**src/include/dbg_cfg.svh**
```systemverilog
`ifndef DBG_CFG_SVH
`define DBG_CFG_SVH

// clocks per oversampling tick
// kept small so a frame stays short in simulation
`define DBG_BAUD_DIV 4

// target register file depth
`define DBG_N_REG 8

// instruction memory depth in words
`define DBG_N_IMEM 32

// data memory depth in words
`define DBG_N_DMEM 8

// all-ones opcode with zero fields stops the target
`define DBG_HALT_WORD 32'hFC00_0000

`endif

```
**src/dbg_pkg.sv**
```systemverilog
`default_nettype none

package dbg_pkg;

	// instruction, register and memory word
	typedef logic [31:0] word_t;

	// host command bytes, one bit each
	typedef enum logic [7:0] {
		CMD_LOAD    = 8'h01,
		CMD_STEP    = 8'h02,
		CMD_CONT    = 8'h04,
		CMD_RESTART = 8'h08
	} cmd_e;

	// debug unit states
	typedef enum logic [2:0] {
		ST_IDLE,
		ST_RECEIVE,
		ST_WRITE,
		ST_STEP,
		ST_RUN,
		ST_DUMP,
		ST_RESTART
	} state_e;

	// dump order: registers, data memory, pc
	typedef enum logic [1:0] {
		PH_REGS,
		PH_MEM,
		PH_PC,
		PH_DONE
	} phase_e;

	// target opcodes in bits 31:26
	typedef enum logic [5:0] {
		OP_ADDI = 6'b001000,
		OP_SW   = 6'b101011,
		OP_HALT = 6'b111111
	} opcode_e;

endpackage

`default_nettype wire

```
**src/uart_pkg.sv**
```systemverilog
`default_nettype none

package uart_pkg;

	// one serial payload byte
	typedef logic [7:0] byte_t;

	// receiver sequencing
	typedef enum logic [1:0] {
		RX_IDLE,
		RX_START,
		RX_DATA,
		RX_STOP
	} rx_state_e;

	// transmitter sequencing
	typedef enum logic [1:0] {
		TX_IDLE,
		TX_START,
		TX_DATA,
		TX_STOP
	} tx_state_e;

endpackage

`default_nettype wire

```
**src/dbg_if.sv**
```systemverilog
`timescale 1ns/1ps
`default_nettype none
`include "dbg_cfg.svh"

interface dbg_if;
	localparam int IMEM_AW = $clog2(`DBG_N_IMEM);
	localparam int REG_AW  = $clog2(`DBG_N_REG);
	localparam int DMEM_AW = $clog2(`DBG_N_DMEM);

	// run control and program load
	logic                 en_pipeline;
	logic                 imem_we;
	logic [IMEM_AW-1:0]   imem_addr;
	dbg_pkg::word_t       imem_wdata;
	logic                 restart;
	// state readback
	logic [REG_AW-1:0]    reg_addr;
	logic [DMEM_AW-1:0]   mem_addr;
	logic                 halt;
	dbg_pkg::word_t       reg_data;
	dbg_pkg::word_t       mem_data;
	dbg_pkg::word_t       pc;

	modport debug (
		output en_pipeline, imem_we, imem_addr, imem_wdata, restart, reg_addr, mem_addr,
		input  halt, reg_data, mem_data, pc
	);

	modport target (
		input  en_pipeline, imem_we, imem_addr, imem_wdata, restart, reg_addr, mem_addr,
		output halt, reg_data, mem_data, pc
	);

endinterface

`default_nettype wire

```
**src/baud_gen.sv**
```systemverilog
`timescale 1ns/1ps
`default_nettype none
`include "dbg_cfg.svh"

module baud_gen (
	input  wire  clock_i,
	input  wire  reset_i,
	output logic o_tick
);
	localparam int DIV = `DBG_BAUD_DIV;
	// at least one counter bit, even for a divider of 1
	localparam int CW = (DIV > 1) ? $clog2(DIV) : 1;

	logic [CW-1:0] cnt_q;

	// one tick per DIV clocks, 16 ticks make one bit
	always_ff @(posedge clock_i) begin
		if (reset_i) begin
			cnt_q  <= '0;
			o_tick <= 1'b0;
		end else if (cnt_q == CW'(DIV - 1)) begin
			cnt_q  <= '0;
			o_tick <= 1'b1;
		end else begin
			cnt_q  <= cnt_q + 1'b1;
			o_tick <= 1'b0;
		end
	end

endmodule

`default_nettype wire

```
**src/dbg_target.sv**
```systemverilog
`timescale 1ns/1ps
`default_nettype none
`include "dbg_cfg.svh"

module dbg_target (
	input wire    clock_i,
	input wire    reset_i,
	dbg_if.target dbg
);
	localparam int IMEM_AW = $clog2(`DBG_N_IMEM);
	localparam int REG_AW  = $clog2(`DBG_N_REG);
	localparam int DMEM_AW = $clog2(`DBG_N_DMEM);

	dbg_pkg::word_t    imem [`DBG_N_IMEM];
	dbg_pkg::word_t    regs [`DBG_N_REG];
	dbg_pkg::word_t    dmem [`DBG_N_DMEM];
	dbg_pkg::word_t    pc_q;
	dbg_pkg::word_t    instr;
	dbg_pkg::word_t    imm;
	dbg_pkg::word_t    sum;
	logic [5:0]        opcode;
	logic [REG_AW-1:0] rs_idx;
	logic [REG_AW-1:0] rt_idx;

	// fetch and decode, pc is a word index
	assign instr  = imem[pc_q[IMEM_AW-1:0]];
	assign opcode = instr[31:26];
	// register fields trimmed to the register file size
	assign rs_idx = instr[21 +: REG_AW];
	assign rt_idx = instr[16 +: REG_AW];
	assign imm    = {{16{instr[15]}}, instr[15:0]};
	// addi result and sw byte address
	assign sum    = regs[rs_idx] + imm;

	// host writes the program while the core is stopped
	always_ff @(posedge clock_i) begin
		if (dbg.imem_we) begin
			imem[dbg.imem_addr] <= dbg.imem_wdata;
		end
	end

	// register file, r0 is never written
	always_ff @(posedge clock_i) begin
		if (reset_i || dbg.restart) begin
			for (int i = 0; i < `DBG_N_REG; i++) begin
				regs[i] <= '0;
			end
		end else if (dbg.en_pipeline && opcode == dbg_pkg::OP_ADDI && rt_idx != '0) begin
			regs[rt_idx] <= sum;
		end
	end

	// word address wraps over the data memory
	always_ff @(posedge clock_i) begin
		if (dbg.en_pipeline && opcode == dbg_pkg::OP_SW) begin
			dmem[sum[2 +: DMEM_AW]] <= regs[rt_idx];
		end
	end

	// pc sticks at the halt word
	always_ff @(posedge clock_i) begin
		if (reset_i || dbg.restart) begin
			pc_q <= '0;
		end else if (dbg.en_pipeline && !dbg.halt) begin
			pc_q <= pc_q + 1'b1;
		end
	end

	assign dbg.halt     = (instr == `DBG_HALT_WORD);
	// readback ports for the dump
	assign dbg.reg_data = regs[dbg.reg_addr];
	assign dbg.mem_data = dmem[dbg.mem_addr];
	assign dbg.pc       = pc_q;

endmodule

`default_nettype wire

```
**src/dbg_top.sv**
```systemverilog
`timescale 1ns/1ps
`default_nettype none

module dbg_top (
	input  wire  clock_i,
	input  wire  reset_i,
	input  wire  i_rx,
	output logic o_tx
);
	// debug unit to target bundle
	dbg_if u_dbg_if ();

	// host side, serial in and out
	debug_unit u_debug_unit (
		.clock_i (clock_i),
		.reset_i (reset_i),
		.i_rx    (i_rx),
		.o_tx    (o_tx),
		.dbg     (u_dbg_if.debug)
	);

	// the core being debugged
	dbg_target u_dbg_target (
		.clock_i (clock_i),
		.reset_i (reset_i),
		.dbg     (u_dbg_if.target)
	);

endmodule

`default_nettype wire

```
**src/debug_unit.sv**
```systemverilog
`timescale 1ns/1ps
`default_nettype none
`include "dbg_cfg.svh"

module debug_unit (
	input  wire  clock_i,
	input  wire  reset_i,
	input  wire  i_rx,
	output logic o_tx,
	dbg_if.debug dbg
);
	localparam int IMEM_AW = $clog2(`DBG_N_IMEM);
	localparam int REG_AW  = $clog2(`DBG_N_REG);
	localparam int DMEM_AW = $clog2(`DBG_N_DMEM);

	logic               tick;
	logic               rx_done;
	uart_pkg::byte_t    rx_byte;
	logic               tx_start;
	uart_pkg::byte_t    tx_byte;
	logic               tx_done;

	dbg_pkg::state_e    state_q;
	dbg_pkg::phase_e    phase_q;
	logic [1:0]         byte_cnt_q;
	logic               first_q;
	logic               halt_seen_q;
	logic [IMEM_AW-1:0] imem_addr_q;
	logic [REG_AW-1:0]  reg_addr_q;
	logic [DMEM_AW-1:0] mem_addr_q;
	dbg_pkg::word_t     word_q;
	dbg_pkg::word_t     next_word;
	dbg_pkg::word_t     dump_word;
	logic               send_go;

	baud_gen u_baud_gen (
		.clock_i (clock_i),
		.reset_i (reset_i),
		.o_tick  (tick)
	);

	uart_rx u_uart_rx (
		.clock_i (clock_i),
		.reset_i (reset_i),
		.i_tick  (tick),
		.i_rx    (i_rx),
		.o_done  (rx_done),
		.o_byte  (rx_byte)
	);

	uart_tx u_uart_tx (
		.clock_i (clock_i),
		.reset_i (reset_i),
		.i_tick  (tick),
		.i_start (tx_start),
		.i_byte  (tx_byte),
		.o_tx    (o_tx),
		.o_done  (tx_done)
	);

	// low byte first, so each new byte enters at the top
	assign next_word = {rx_byte, word_q[31:8]};
	// first byte of a dump needs no tx_done
	assign send_go = (state_q == dbg_pkg::ST_DUMP) && (first_q || tx_done);

	// word being dumped
	always_comb begin
		case (phase_q)
			dbg_pkg::PH_REGS: dump_word = dbg.reg_data;
			dbg_pkg::PH_MEM:  dump_word = dbg.mem_data;
			default:          dump_word = dbg.pc;
		endcase
	end

	always_ff @(posedge clock_i) begin
		if (reset_i) begin
			state_q     <= dbg_pkg::ST_IDLE;
			phase_q     <= dbg_pkg::PH_REGS;
			byte_cnt_q  <= '0;
			first_q     <= 1'b0;
			halt_seen_q <= 1'b0;
			imem_addr_q <= '0;
			reg_addr_q  <= '0;
			mem_addr_q  <= '0;
			tx_start    <= 1'b0;
		end else begin
			tx_start <= 1'b0;
			case (state_q)
				dbg_pkg::ST_IDLE: begin
					// unknown codes leave us idle
					if (rx_done) begin
						case (rx_byte)
							dbg_pkg::CMD_LOAD: begin
								state_q     <= dbg_pkg::ST_RECEIVE;
								imem_addr_q <= '0;
								byte_cnt_q  <= '0;
							end
							dbg_pkg::CMD_STEP:    state_q <= dbg_pkg::ST_STEP;
							dbg_pkg::CMD_CONT:    state_q <= dbg_pkg::ST_RUN;
							dbg_pkg::CMD_RESTART: state_q <= dbg_pkg::ST_RESTART;
							default:              state_q <= dbg_pkg::ST_IDLE;
						endcase
					end
				end
				dbg_pkg::ST_RECEIVE: begin
					if (rx_done) begin
						byte_cnt_q <= byte_cnt_q + 1'b1;
						// fourth byte completes the word
						if (byte_cnt_q == 2'd3) begin
							halt_seen_q <= (next_word == `DBG_HALT_WORD);
							state_q     <= dbg_pkg::ST_WRITE;
						end
					end
				end
				dbg_pkg::ST_WRITE: begin
					// imem_we is high for this one cycle
					imem_addr_q <= imem_addr_q + 1'b1;
					state_q     <= halt_seen_q ? dbg_pkg::ST_IDLE : dbg_pkg::ST_RECEIVE;
				end
				dbg_pkg::ST_STEP, dbg_pkg::ST_RUN: begin
					// step dumps after one cycle, run waits for halt
					if (state_q == dbg_pkg::ST_STEP || dbg.halt) begin
						state_q    <= dbg_pkg::ST_DUMP;
						phase_q    <= dbg_pkg::PH_REGS;
						first_q    <= 1'b1;
						byte_cnt_q <= '0;
						reg_addr_q <= '0;
						mem_addr_q <= '0;
					end
				end
				dbg_pkg::ST_DUMP: begin
					if (send_go) begin
						first_q <= 1'b0;
						if (phase_q == dbg_pkg::PH_DONE) begin
							// tx_done of the last pc byte
							state_q <= dbg_pkg::ST_IDLE;
						end else begin
							tx_start   <= 1'b1;
							byte_cnt_q <= byte_cnt_q + 1'b1;
							// word sent, move to the next one
							if (byte_cnt_q == 2'd3) begin
								case (phase_q)
									dbg_pkg::PH_REGS: begin
										if (reg_addr_q == REG_AW'(`DBG_N_REG - 1)) begin
											phase_q <= dbg_pkg::PH_MEM;
										end else begin
											reg_addr_q <= reg_addr_q + 1'b1;
										end
									end
									dbg_pkg::PH_MEM: begin
										if (mem_addr_q == DMEM_AW'(`DBG_N_DMEM - 1)) begin
											phase_q <= dbg_pkg::PH_PC;
										end else begin
											mem_addr_q <= mem_addr_q + 1'b1;
										end
									end
									default: phase_q <= dbg_pkg::PH_DONE;
								endcase
							end
						end
					end
				end
				default: state_q <= dbg_pkg::ST_IDLE;
			endcase
		end
	end

	// instruction assembly and outgoing byte
	always_ff @(posedge clock_i) begin
		if (state_q == dbg_pkg::ST_RECEIVE && rx_done) begin
			word_q <= next_word;
		end
		if (send_go) begin
			tx_byte <= dump_word[{byte_cnt_q, 3'b000} +: 8];
		end
	end

	// target runs only while not halted
	assign dbg.en_pipeline = (state_q == dbg_pkg::ST_STEP || state_q == dbg_pkg::ST_RUN) &&
		!dbg.halt;
	assign dbg.imem_we    = (state_q == dbg_pkg::ST_WRITE);
	assign dbg.imem_addr  = imem_addr_q;
	assign dbg.imem_wdata = word_q;
	assign dbg.restart    = (state_q == dbg_pkg::ST_RESTART);
	assign dbg.reg_addr   = reg_addr_q;
	assign dbg.mem_addr   = mem_addr_q;

endmodule

`default_nettype wire

```
**src/uart_rx.sv**
```systemverilog
`timescale 1ns/1ps
`default_nettype none

module uart_rx (
	input  wire              clock_i,
	input  wire              reset_i,
	input  wire              i_tick,
	input  wire              i_rx,
	output logic             o_done,
	output uart_pkg::byte_t  o_byte
);
	uart_pkg::rx_state_e state_q;
	logic [1:0]          sync_q;
	logic                rx_s;
	logic [3:0]          tick_cnt;
	logic [2:0]          bit_cnt;
	uart_pkg::byte_t     shift_q;

	// two flops against metastability on the serial line
	assign rx_s = sync_q[1];

	always_ff @(posedge clock_i) begin
		if (reset_i) begin
			sync_q   <= 2'b11;
			state_q  <= uart_pkg::RX_IDLE;
			tick_cnt <= '0;
			bit_cnt  <= '0;
			o_done   <= 1'b0;
		end else begin
			sync_q <= {sync_q[0], i_rx};
			o_done <= 1'b0;
			case (state_q)
				uart_pkg::RX_IDLE: begin
					// falling edge may be a start bit
					if (!rx_s) begin
						state_q  <= uart_pkg::RX_START;
						tick_cnt <= '0;
					end
				end
				uart_pkg::RX_START: begin
					// half a bit later, still low means a real start bit
					if (i_tick) begin
						if (tick_cnt == 4'd7) begin
							tick_cnt <= '0;
							bit_cnt  <= '0;
							state_q  <= rx_s ? uart_pkg::RX_IDLE : uart_pkg::RX_DATA;
						end else begin
							tick_cnt <= tick_cnt + 1'b1;
						end
					end
				end
				uart_pkg::RX_DATA: begin
					// sample in the middle of each data bit
					if (i_tick) begin
						if (tick_cnt == 4'd15) begin
							tick_cnt <= '0;
							if (bit_cnt == 3'd7) begin
								state_q <= uart_pkg::RX_STOP;
							end else begin
								bit_cnt <= bit_cnt + 1'b1;
							end
						end else begin
							tick_cnt <= tick_cnt + 1'b1;
						end
					end
				end
				default: begin
					// mid stop bit, byte is complete
					if (i_tick) begin
						if (tick_cnt == 4'd15) begin
							o_done  <= 1'b1;
							state_q <= uart_pkg::RX_IDLE;
						end else begin
							tick_cnt <= tick_cnt + 1'b1;
						end
					end
				end
			endcase
		end
	end

	// lsb arrives first, shift in from the top
	always_ff @(posedge clock_i) begin
		if (state_q == uart_pkg::RX_DATA && i_tick && tick_cnt == 4'd15) begin
			shift_q <= {rx_s, shift_q[7:1]};
		end
	end

	assign o_byte = shift_q;

endmodule

`default_nettype wire

```
**src/uart_tx.sv**
```systemverilog
`timescale 1ns/1ps
`default_nettype none

module uart_tx (
	input  wire              clock_i,
	input  wire              reset_i,
	input  wire              i_tick,
	input  wire              i_start,
	input  wire uart_pkg::byte_t i_byte,
	output logic             o_tx,
	output logic             o_done
);
	uart_pkg::tx_state_e state_q;
	logic [3:0]          tick_cnt;
	logic [2:0]          bit_cnt;
	uart_pkg::byte_t     shift_q;
	logic                line_d;
	logic                line_q;

	// line level for the current bit
	always_comb begin
		case (state_q)
			uart_pkg::TX_START: line_d = 1'b0;
			uart_pkg::TX_DATA:  line_d = shift_q[0];
			default:            line_d = 1'b1;
		endcase
	end

	always_ff @(posedge clock_i) begin
		if (reset_i) begin
			state_q  <= uart_pkg::TX_IDLE;
			tick_cnt <= '0;
			bit_cnt  <= '0;
			o_done   <= 1'b0;
			line_q   <= 1'b1;
		end else begin
			o_done <= 1'b0;
			// registered so the serial line never glitches
			line_q <= line_d;
			case (state_q)
				uart_pkg::TX_IDLE: begin
					// a start while busy never reaches this branch
					if (i_start) begin
						state_q  <= uart_pkg::TX_START;
						tick_cnt <= '0;
					end
				end
				uart_pkg::TX_START: begin
					if (i_tick) begin
						tick_cnt <= tick_cnt + 1'b1;
						if (tick_cnt == 4'd15) begin
							bit_cnt <= '0;
							state_q <= uart_pkg::TX_DATA;
						end
					end
				end
				uart_pkg::TX_DATA: begin
					if (i_tick) begin
						tick_cnt <= tick_cnt + 1'b1;
						if (tick_cnt == 4'd15) begin
							bit_cnt <= bit_cnt + 1'b1;
							if (bit_cnt == 3'd7) begin
								state_q <= uart_pkg::TX_STOP;
							end
						end
					end
				end
				default: begin
					// end of stop bit
					if (i_tick) begin
						tick_cnt <= tick_cnt + 1'b1;
						if (tick_cnt == 4'd15) begin
							o_done  <= 1'b1;
							state_q <= uart_pkg::TX_IDLE;
						end
					end
				end
			endcase
		end
	end

	// latch on start, then shift out lsb first
	always_ff @(posedge clock_i) begin
		if (state_q == uart_pkg::TX_IDLE && i_start) begin
			shift_q <= i_byte;
		end else if (state_q == uart_pkg::TX_DATA && i_tick && tick_cnt == 4'd15) begin
			shift_q <= {1'b0, shift_q[7:1]};
		end
	end

	assign o_tx = line_q;

endmodule

`default_nettype wire

```
**config.mk**
```make
export PLATFORM = sky130hd
export DESIGN_NAME = dbg_top
export DESIGN_NICKNAME = d
export VERILOG_FILES = /design/src/dbg_pkg.sv /design/src/uart_pkg.sv /design/src/dbg_if.sv /design/src/baud_gen.sv /design/src/dbg_target.sv /design/src/dbg_top.sv /design/src/debug_unit.sv /design/src/uart_rx.sv /design/src/uart_tx.sv
export VERILOG_INCLUDE_DIRS = /design/src /design/src/include
export SDC_FILE = /design/constraint.sdc
export NUM_CORES = 2
export LEC_CHECK = 0
export ABC_AREA = 1
export BUFFER_PORTS_ARGS = -buffer_cell sky130_fd_sc_hd__buf_2
export CORE_ASPECT_RATIO = 0.5
export CORE_MARGIN = 4
export CORE_UTILIZATION = 30
export CTS_CLUSTER_DIAMETER = 200
export DETAILED_ROUTE_END_ITERATION = 7
export GPL_ROUTABILITY_DRIVEN = 0
export HOLD_SLACK_MARGIN = 0.15
export PLACE_DENSITY_LB_ADDON = 0.08
export SETUP_SLACK_MARGIN = 0.2
export SYNTH_ARGS = -nofsm -noshare
export SYNTH_HDL_FRONTEND = slang
export SYNTH_SLANG_ARGS = --single-unit
export TNS_END_PERCENT = 30
```
**constraint.sdc**
```tcl
create_clock -name clock_i -period 7.95 [get_ports clock_i]
set_clock_uncertainty 0.2 [all_clocks]
set_input_delay 1.9875 -clock clock_i [delete_from_list [all_inputs] [get_ports clock_i]]
set_output_delay 1.9875 -clock clock_i [all_outputs]
set_load 0.05 [all_outputs]
```
**After elaboration in Yosys (flattened, before gate mapping)**

Memories as Yosys holds them, arrays and structs flattened. A register that Yosys moved wholly into a read port is not among the register bits.
Index checks and enable logic that the tools add are counted.

- Flip-flop bits (word level): 135
- Latch bits: 0
- Bits in read-only memories: 0
- RAM bits: 1536
- Output and inout bits: 1
- Memories: 3
- Word-level logic and storage cells: 263

Memory list:

| memory | words | bits a word | read ports | clocked after memory_dff | write ports | RTL line | source |
|---|---|---|---|---|---|---|---|
| u_dbg_target.imem | 32 | 32 | 1 | 1 | 1 | dbg_target.sv:14 | `` dbg_pkg::word_t imem [`DBG_N_IMEM]; `` |
| u_dbg_target.dmem | 8 | 32 | 1 | 1 | 1 | dbg_target.sv:16 | `` dbg_pkg::word_t dmem [`DBG_N_DMEM]; `` |
| u_dbg_target.regs | 8 | 32 | 3 | 1 | 8 | dbg_target.sv:15 | `` dbg_pkg::word_t regs [`DBG_N_REG]; `` |

- Bitwise logic cells: 3
- $mul: 0
- Add/sub/neg operators: 11
- Muxes and demuxes: 109
- Eq/ne operators: 58
- Div/mod/pow operators: 0
- Reduce and logical (&&, ||, !) cells: 52
- Shift operators: 1
- Magnitude comparators: 0

Operators with widths:

| operator | number |
|---|---|
| 3-bit 2-to-1 mux | 31 |
| 32-bit == test (second input constant) | 2 |
| 32-bit case mux with 2 select lines | 1 |
| 2-bit 2-to-1 mux | 28 |
| 4-bit 2-to-1 mux | 10 |
| 2-bit != test (second input constant) | 18 |
| 32-bit by 1-bit adder with 32-bit output (second input constant) | 1 |
| 32-bit adder | 1 |
| 32-bit 2-to-1 mux | 1 |
| 32-bit OR reduction | 1 |
| 32-bit by 6-bit indexed part select with 8-bit output | 1 |
| 7-bit AND reduction | 4 |
| 3-bit case mux with 2 select lines | 4 |
| 3-bit == test (second input constant) | 7 |
| 5-bit 2-to-1 mux | 4 |
| 1-bit 2-to-1 mux | 17 |
| 8-bit 2-to-1 mux | 2 |
| 2-bit by 1-bit != test with 1-bit output (second input constant) | 8 |
| 8-bit AND reduction | 2 |
| 2-bit nonzero test | 8 |
| 3-bit case mux with 5 select lines | 1 |
| 3-bit by 1-bit adder with 3-bit output (second input constant) | 4 |
| 1-bit logical AND | 12 |
| 2-bit case mux with 3 select lines | 2 |
| other kinds (37) | 64 |

**Logic depth before layout (Yosys ltp)**

- Depth after elaboration: 10
- Depth in mapped cells: 38
- Mapped depth without buffers: 32

**Modules after synthesis**

From an unflattened synthesis, not the netlist that was laid out.

- Cells, all modules: 7450
- Area, all modules: 76203.1 µm²

Modules (own cells, without submodules):

| module | sequential area each (µm²) | times used | area each (µm²) | cells each |
|---|---|---|---|---|
| dbg_target | 46864.9 | 1 | 70575.2 | 6743 |
| debug_unit | 1621.6 | 1 | 3429.5 | 450 |
| uart_rx | 480.5 | 1 | 1097.3 | 121 |
| uart_tx | 460.4 | 1 | 1002.2 | 125 |
| baud_gen | 60.1 | 1 | 98.8 | 11 |

**Worst setup path before layout**

OpenSTA, ideal clock, no wires.

- Path kind: register to register
- Start: register with a tool-made name
- End: memory u_dbg_target.dmem[2][0] (netlist name) (enable)
- Stages on the path, launching flop included: 29
- Data arrival time: 5.726 ns
- Path slack: 1.562 ns
- Required time: 7.289 ns
- Clock period less this slack: 6.388 ns
- Cell sequence: dfxtp_1 buf_4 inv_2 buf_6 buf_4 nand2_1 nand3_1 nand3_1 nand2_1 nand2_1 nand3_1 nand2_1 buf_2 buf_2 buf_2 buf_2 o211ai_1 nand3_1 o21ai_0 ha_1 inv_1 fa_1 inv_1 nand2_1 o21ai_0 xor2_1 inv_1 nand2_1 nor3_1

RTL lines:

| what | RTL line |
|---|---|
| to (decl) | dbg_target.sv:16 |

==> metrics <==
Main synth FF type edfxtp_1; Worst Setup Path Type register to register; Min Hold Slack 0.230 ns; Max Clk Rate 149 MHz; final setup TNS 0 ns; Clk pin slew, worst setup/hold paths 0.06 ns; largest net degree at the start of global routing 187; Setup Viol. Count Final 0; unrepaired setup endpoints after global routing false; H-tree depth 4; EDFF count, synth 1592; boundary pin count 4; GRT busiest layer met2; Final Util 34.2%; ranking of synthesized cells by area edfxtp_1 64%, nand2_1 8.5%, nand3_1 6.1%; CTS max path bufs 4; Max Cap Violations 0; share of the synthesized area in the top cell type 64.3%; post-synthesis sequential area ratio 66.7%; min cycle time layout 6.71 ns; Final Power 26.5 mW; width of the die 712 µm; Worst EP arrival 7.02 ns; Clock Latency Late Sink 0.85 ns; core area 245000 µm²; DR WL/cell 27.1 µm; met1 global-route usage 30.4%; Die Y 360 µm; crit start category register; met3 usage 3.14%; post-placement cell area 78500 µm²; Worst VDD drop 0.000230 V; DRC 0; Clock Sinks 1682; Initial Utilization 30.4%; 1st-iter DRT viols 6186; fill cell count 24300; r2r endpoint u_dbg_target.regs[7][0]; Synth Register Bits 1682; synth cell count leaders 1686 x nand2_1, 1592 x edfxtp_1, 914 x nand3_1, 593 x nor2_1, 437 x o21ai_0; CTS resizes 0; source of the worst hold timing path u_debug_unit.u_uart_rx.sync_q[0]; crit end category register; post-CTS setup buffer count 0; initial antenna violation count 7; layout cell share with drive strength beyond 1 7.20%; flop-to-flop setup slack 1.24 ns; final wirelength 280000 µm; Avg Synthesized Cell Area 10.7 µm²; Row Count 128; number of global-route vias before repair 52200; status complete, no violations; DIE AREA 256000 µm²; cells after synthesis 6979; CP max FO 186; Detail Route Antenna Nets 0; crit path to u_dbg_target.regs[7][0]; count leader, synth nand2_1; Req. time, crit path 8.26 ns; Hold Violations, Final 0; DRT Pass-1 Iters 8; synthesis-to-finish area growth 12.7%; CTS Root Cell clkbuf_16; Worst R2R Path Depth 18; Vias 54500; post-DP HPWL 155000 µm; fin area 83900 µm²; post-synthesis async set-or-reset flop share 0%; max_slew headroom 7.39%; total congestion overflow 0; Synth cell types 54; CTS Hold Bufs 0; I/O Buffers 3; met2 Track Usage GR 33.3%; fin nets 6996; yosys warns 0; worst hold path type register to register; first-pass GRT wire length 395000 µm; CTS tree yes; pins over their slew limit 0; Hold Path Stages 1; cell taking the most area after synthesis edfxtp_1; number of buffers created by CTS 177; Power per Cell Area 316 nW/µm²; Leak 29.4 nW; Tcrit/Tclk final 84.4%; Via density 5.28; Tightest Pin Transition 1.39 ns; GRT Util Overall 21.2%; Cell Area, Synth 74400 µm²
==> critical path, cell delays in order (launching register included) <==
cell,delay [ns]
dfxtp_4,0.72
buf_4,0.74
buf_12,0.63
nand2_1,0.11
nand3_1,0.13
nand3_1,0.08
nand2_1,0.10
nand2_1,0.06
nand3_1,0.08
nand2_1,0.33
nand2_1,0.29
nor2_2,0.05
buf_4,0.28
inv_1,0.48
nand3_2,0.40
nor2_8,0.41
nand2_4,0.07
nand2_2,0.49
buf_12,0.31
==> cell families after synthesis <==
kind of cell / synth area share (%)
adder cells (fa/ha/maj): 1.00
buffers and inverters: 4.41
AND/OR/NAND/NOR: 18.7
XOR/XNOR: 0.612
AO/OA/AOI/OAI: 8.54
other: 0.00504
flip-flops: 66.7
==> sequential cells by signal, indices dropped and copies added (netlist names), 5 cells and up, named ones only <==
| name | count |
|---|---|
| u_dbg_target.imem | 1024 |
| u_dbg_target.dbg.pc | 32 |
| u_dbg_target.regs | 256 |
| u_debug_unit.tx_byte | 8 |
| u_debug_unit.u_uart_rx.o_byte | 8 |
| u_debug_unit.u_uart_tx.shift_q | 8 |
| u_dbg_target.dmem | 256 |
| u_debug_unit.dbg.imem_wdata | 32 |
| u_debug_unit.dbg.imem_addr | 5 |
==> area by class of cell <==
| type | count | area (µm²) | share of cell area [%] |
|---|---|---|---|
| clock inverters | 83 | 672 | 0.801 |
| well taps | 3250 | 4070 | 4.85 |
| flip-flops and latches | 1682 | 49600 | 59.2 |
| clock buffers | 219 | 4690 | 5.59 |
| inverters | 353 | 1350 | 1.61 |
| multi-input cells | 4547 | 22000 | 26.2 |
| repair buffers | 173 | 1450 | 1.73 |
| diodes | 6 | 15.0 | 0.0179 |
==> power breakdown <==
part	switching (mW)	total [mW]	internal, mW
Sequential	0.180	10.1	9.97
Combinational	6.30	8.24	1.94
Clock	3.60	8.10	4.49
Total	10.1	26.5	16.4
==> per-stage QoR <==
step	worst slack [ns]	std cells
6_report	1.24	10300
2_1_floorplan	1.56	7010
5_1_grt	0.745	10300
3_5_place_dp	1.23	10000
4_1_cts	1.19	10300
3_3_place_gp	1.27	10000
==> layout by cell type, fill, tap and decap left out, types with 25 or more instances in the layout <==
cell,synthesis,final
nand2_1,1686,1677
edfxtp_1,1592,1592
nand3_1,914,912
nor2_1,593,554
o21ai_0,437,436
inv_1,339,336
a21oi_1,280,280
clkbuf_16,0,180
buf_4,19,157
o211ai_1,94,94
dfxtp_1,90,79
o22ai_1,70,70
nor3_1,67,59
ha_1,58,58
a221oi_1,44,44
clkinv_1,6,43
o221ai_1,40,40
clkbuf_1,193,35
nor2_4,0,34
xor2_1,33,33
conb_1,1,32
a22oi_1,28,28
clkinv_2,0,25
==> metal layers <==
layer	vias to the layer above	wire length [µm]
li1	24600	-
met1	27300	130000
met2	2118	125000
met4	2	8160
met5	-	13
met3	488	17100
==> worst min path at each step <==
stage	slack (ns)	to
6_report	0.23	u_debug_unit.u_uart_rx.sync_q[1]
5_1_grt	0.26	u_debug_unit.u_uart_rx.sync_q[1]
2_1_floorplan	0.19	u_debug_unit.u_uart_rx.sync_q[1]
3_5_place_dp	0.22	u_debug_unit.u_uart_rx.sync_q[1]
3_3_place_gp	0.21	u_debug_unit.u_uart_rx.sync_q[1]
4_1_cts	0.24	u_debug_unit.u_uart_rx.sync_q[1]
No activity file was read; power rests on OpenSTA's default activity.
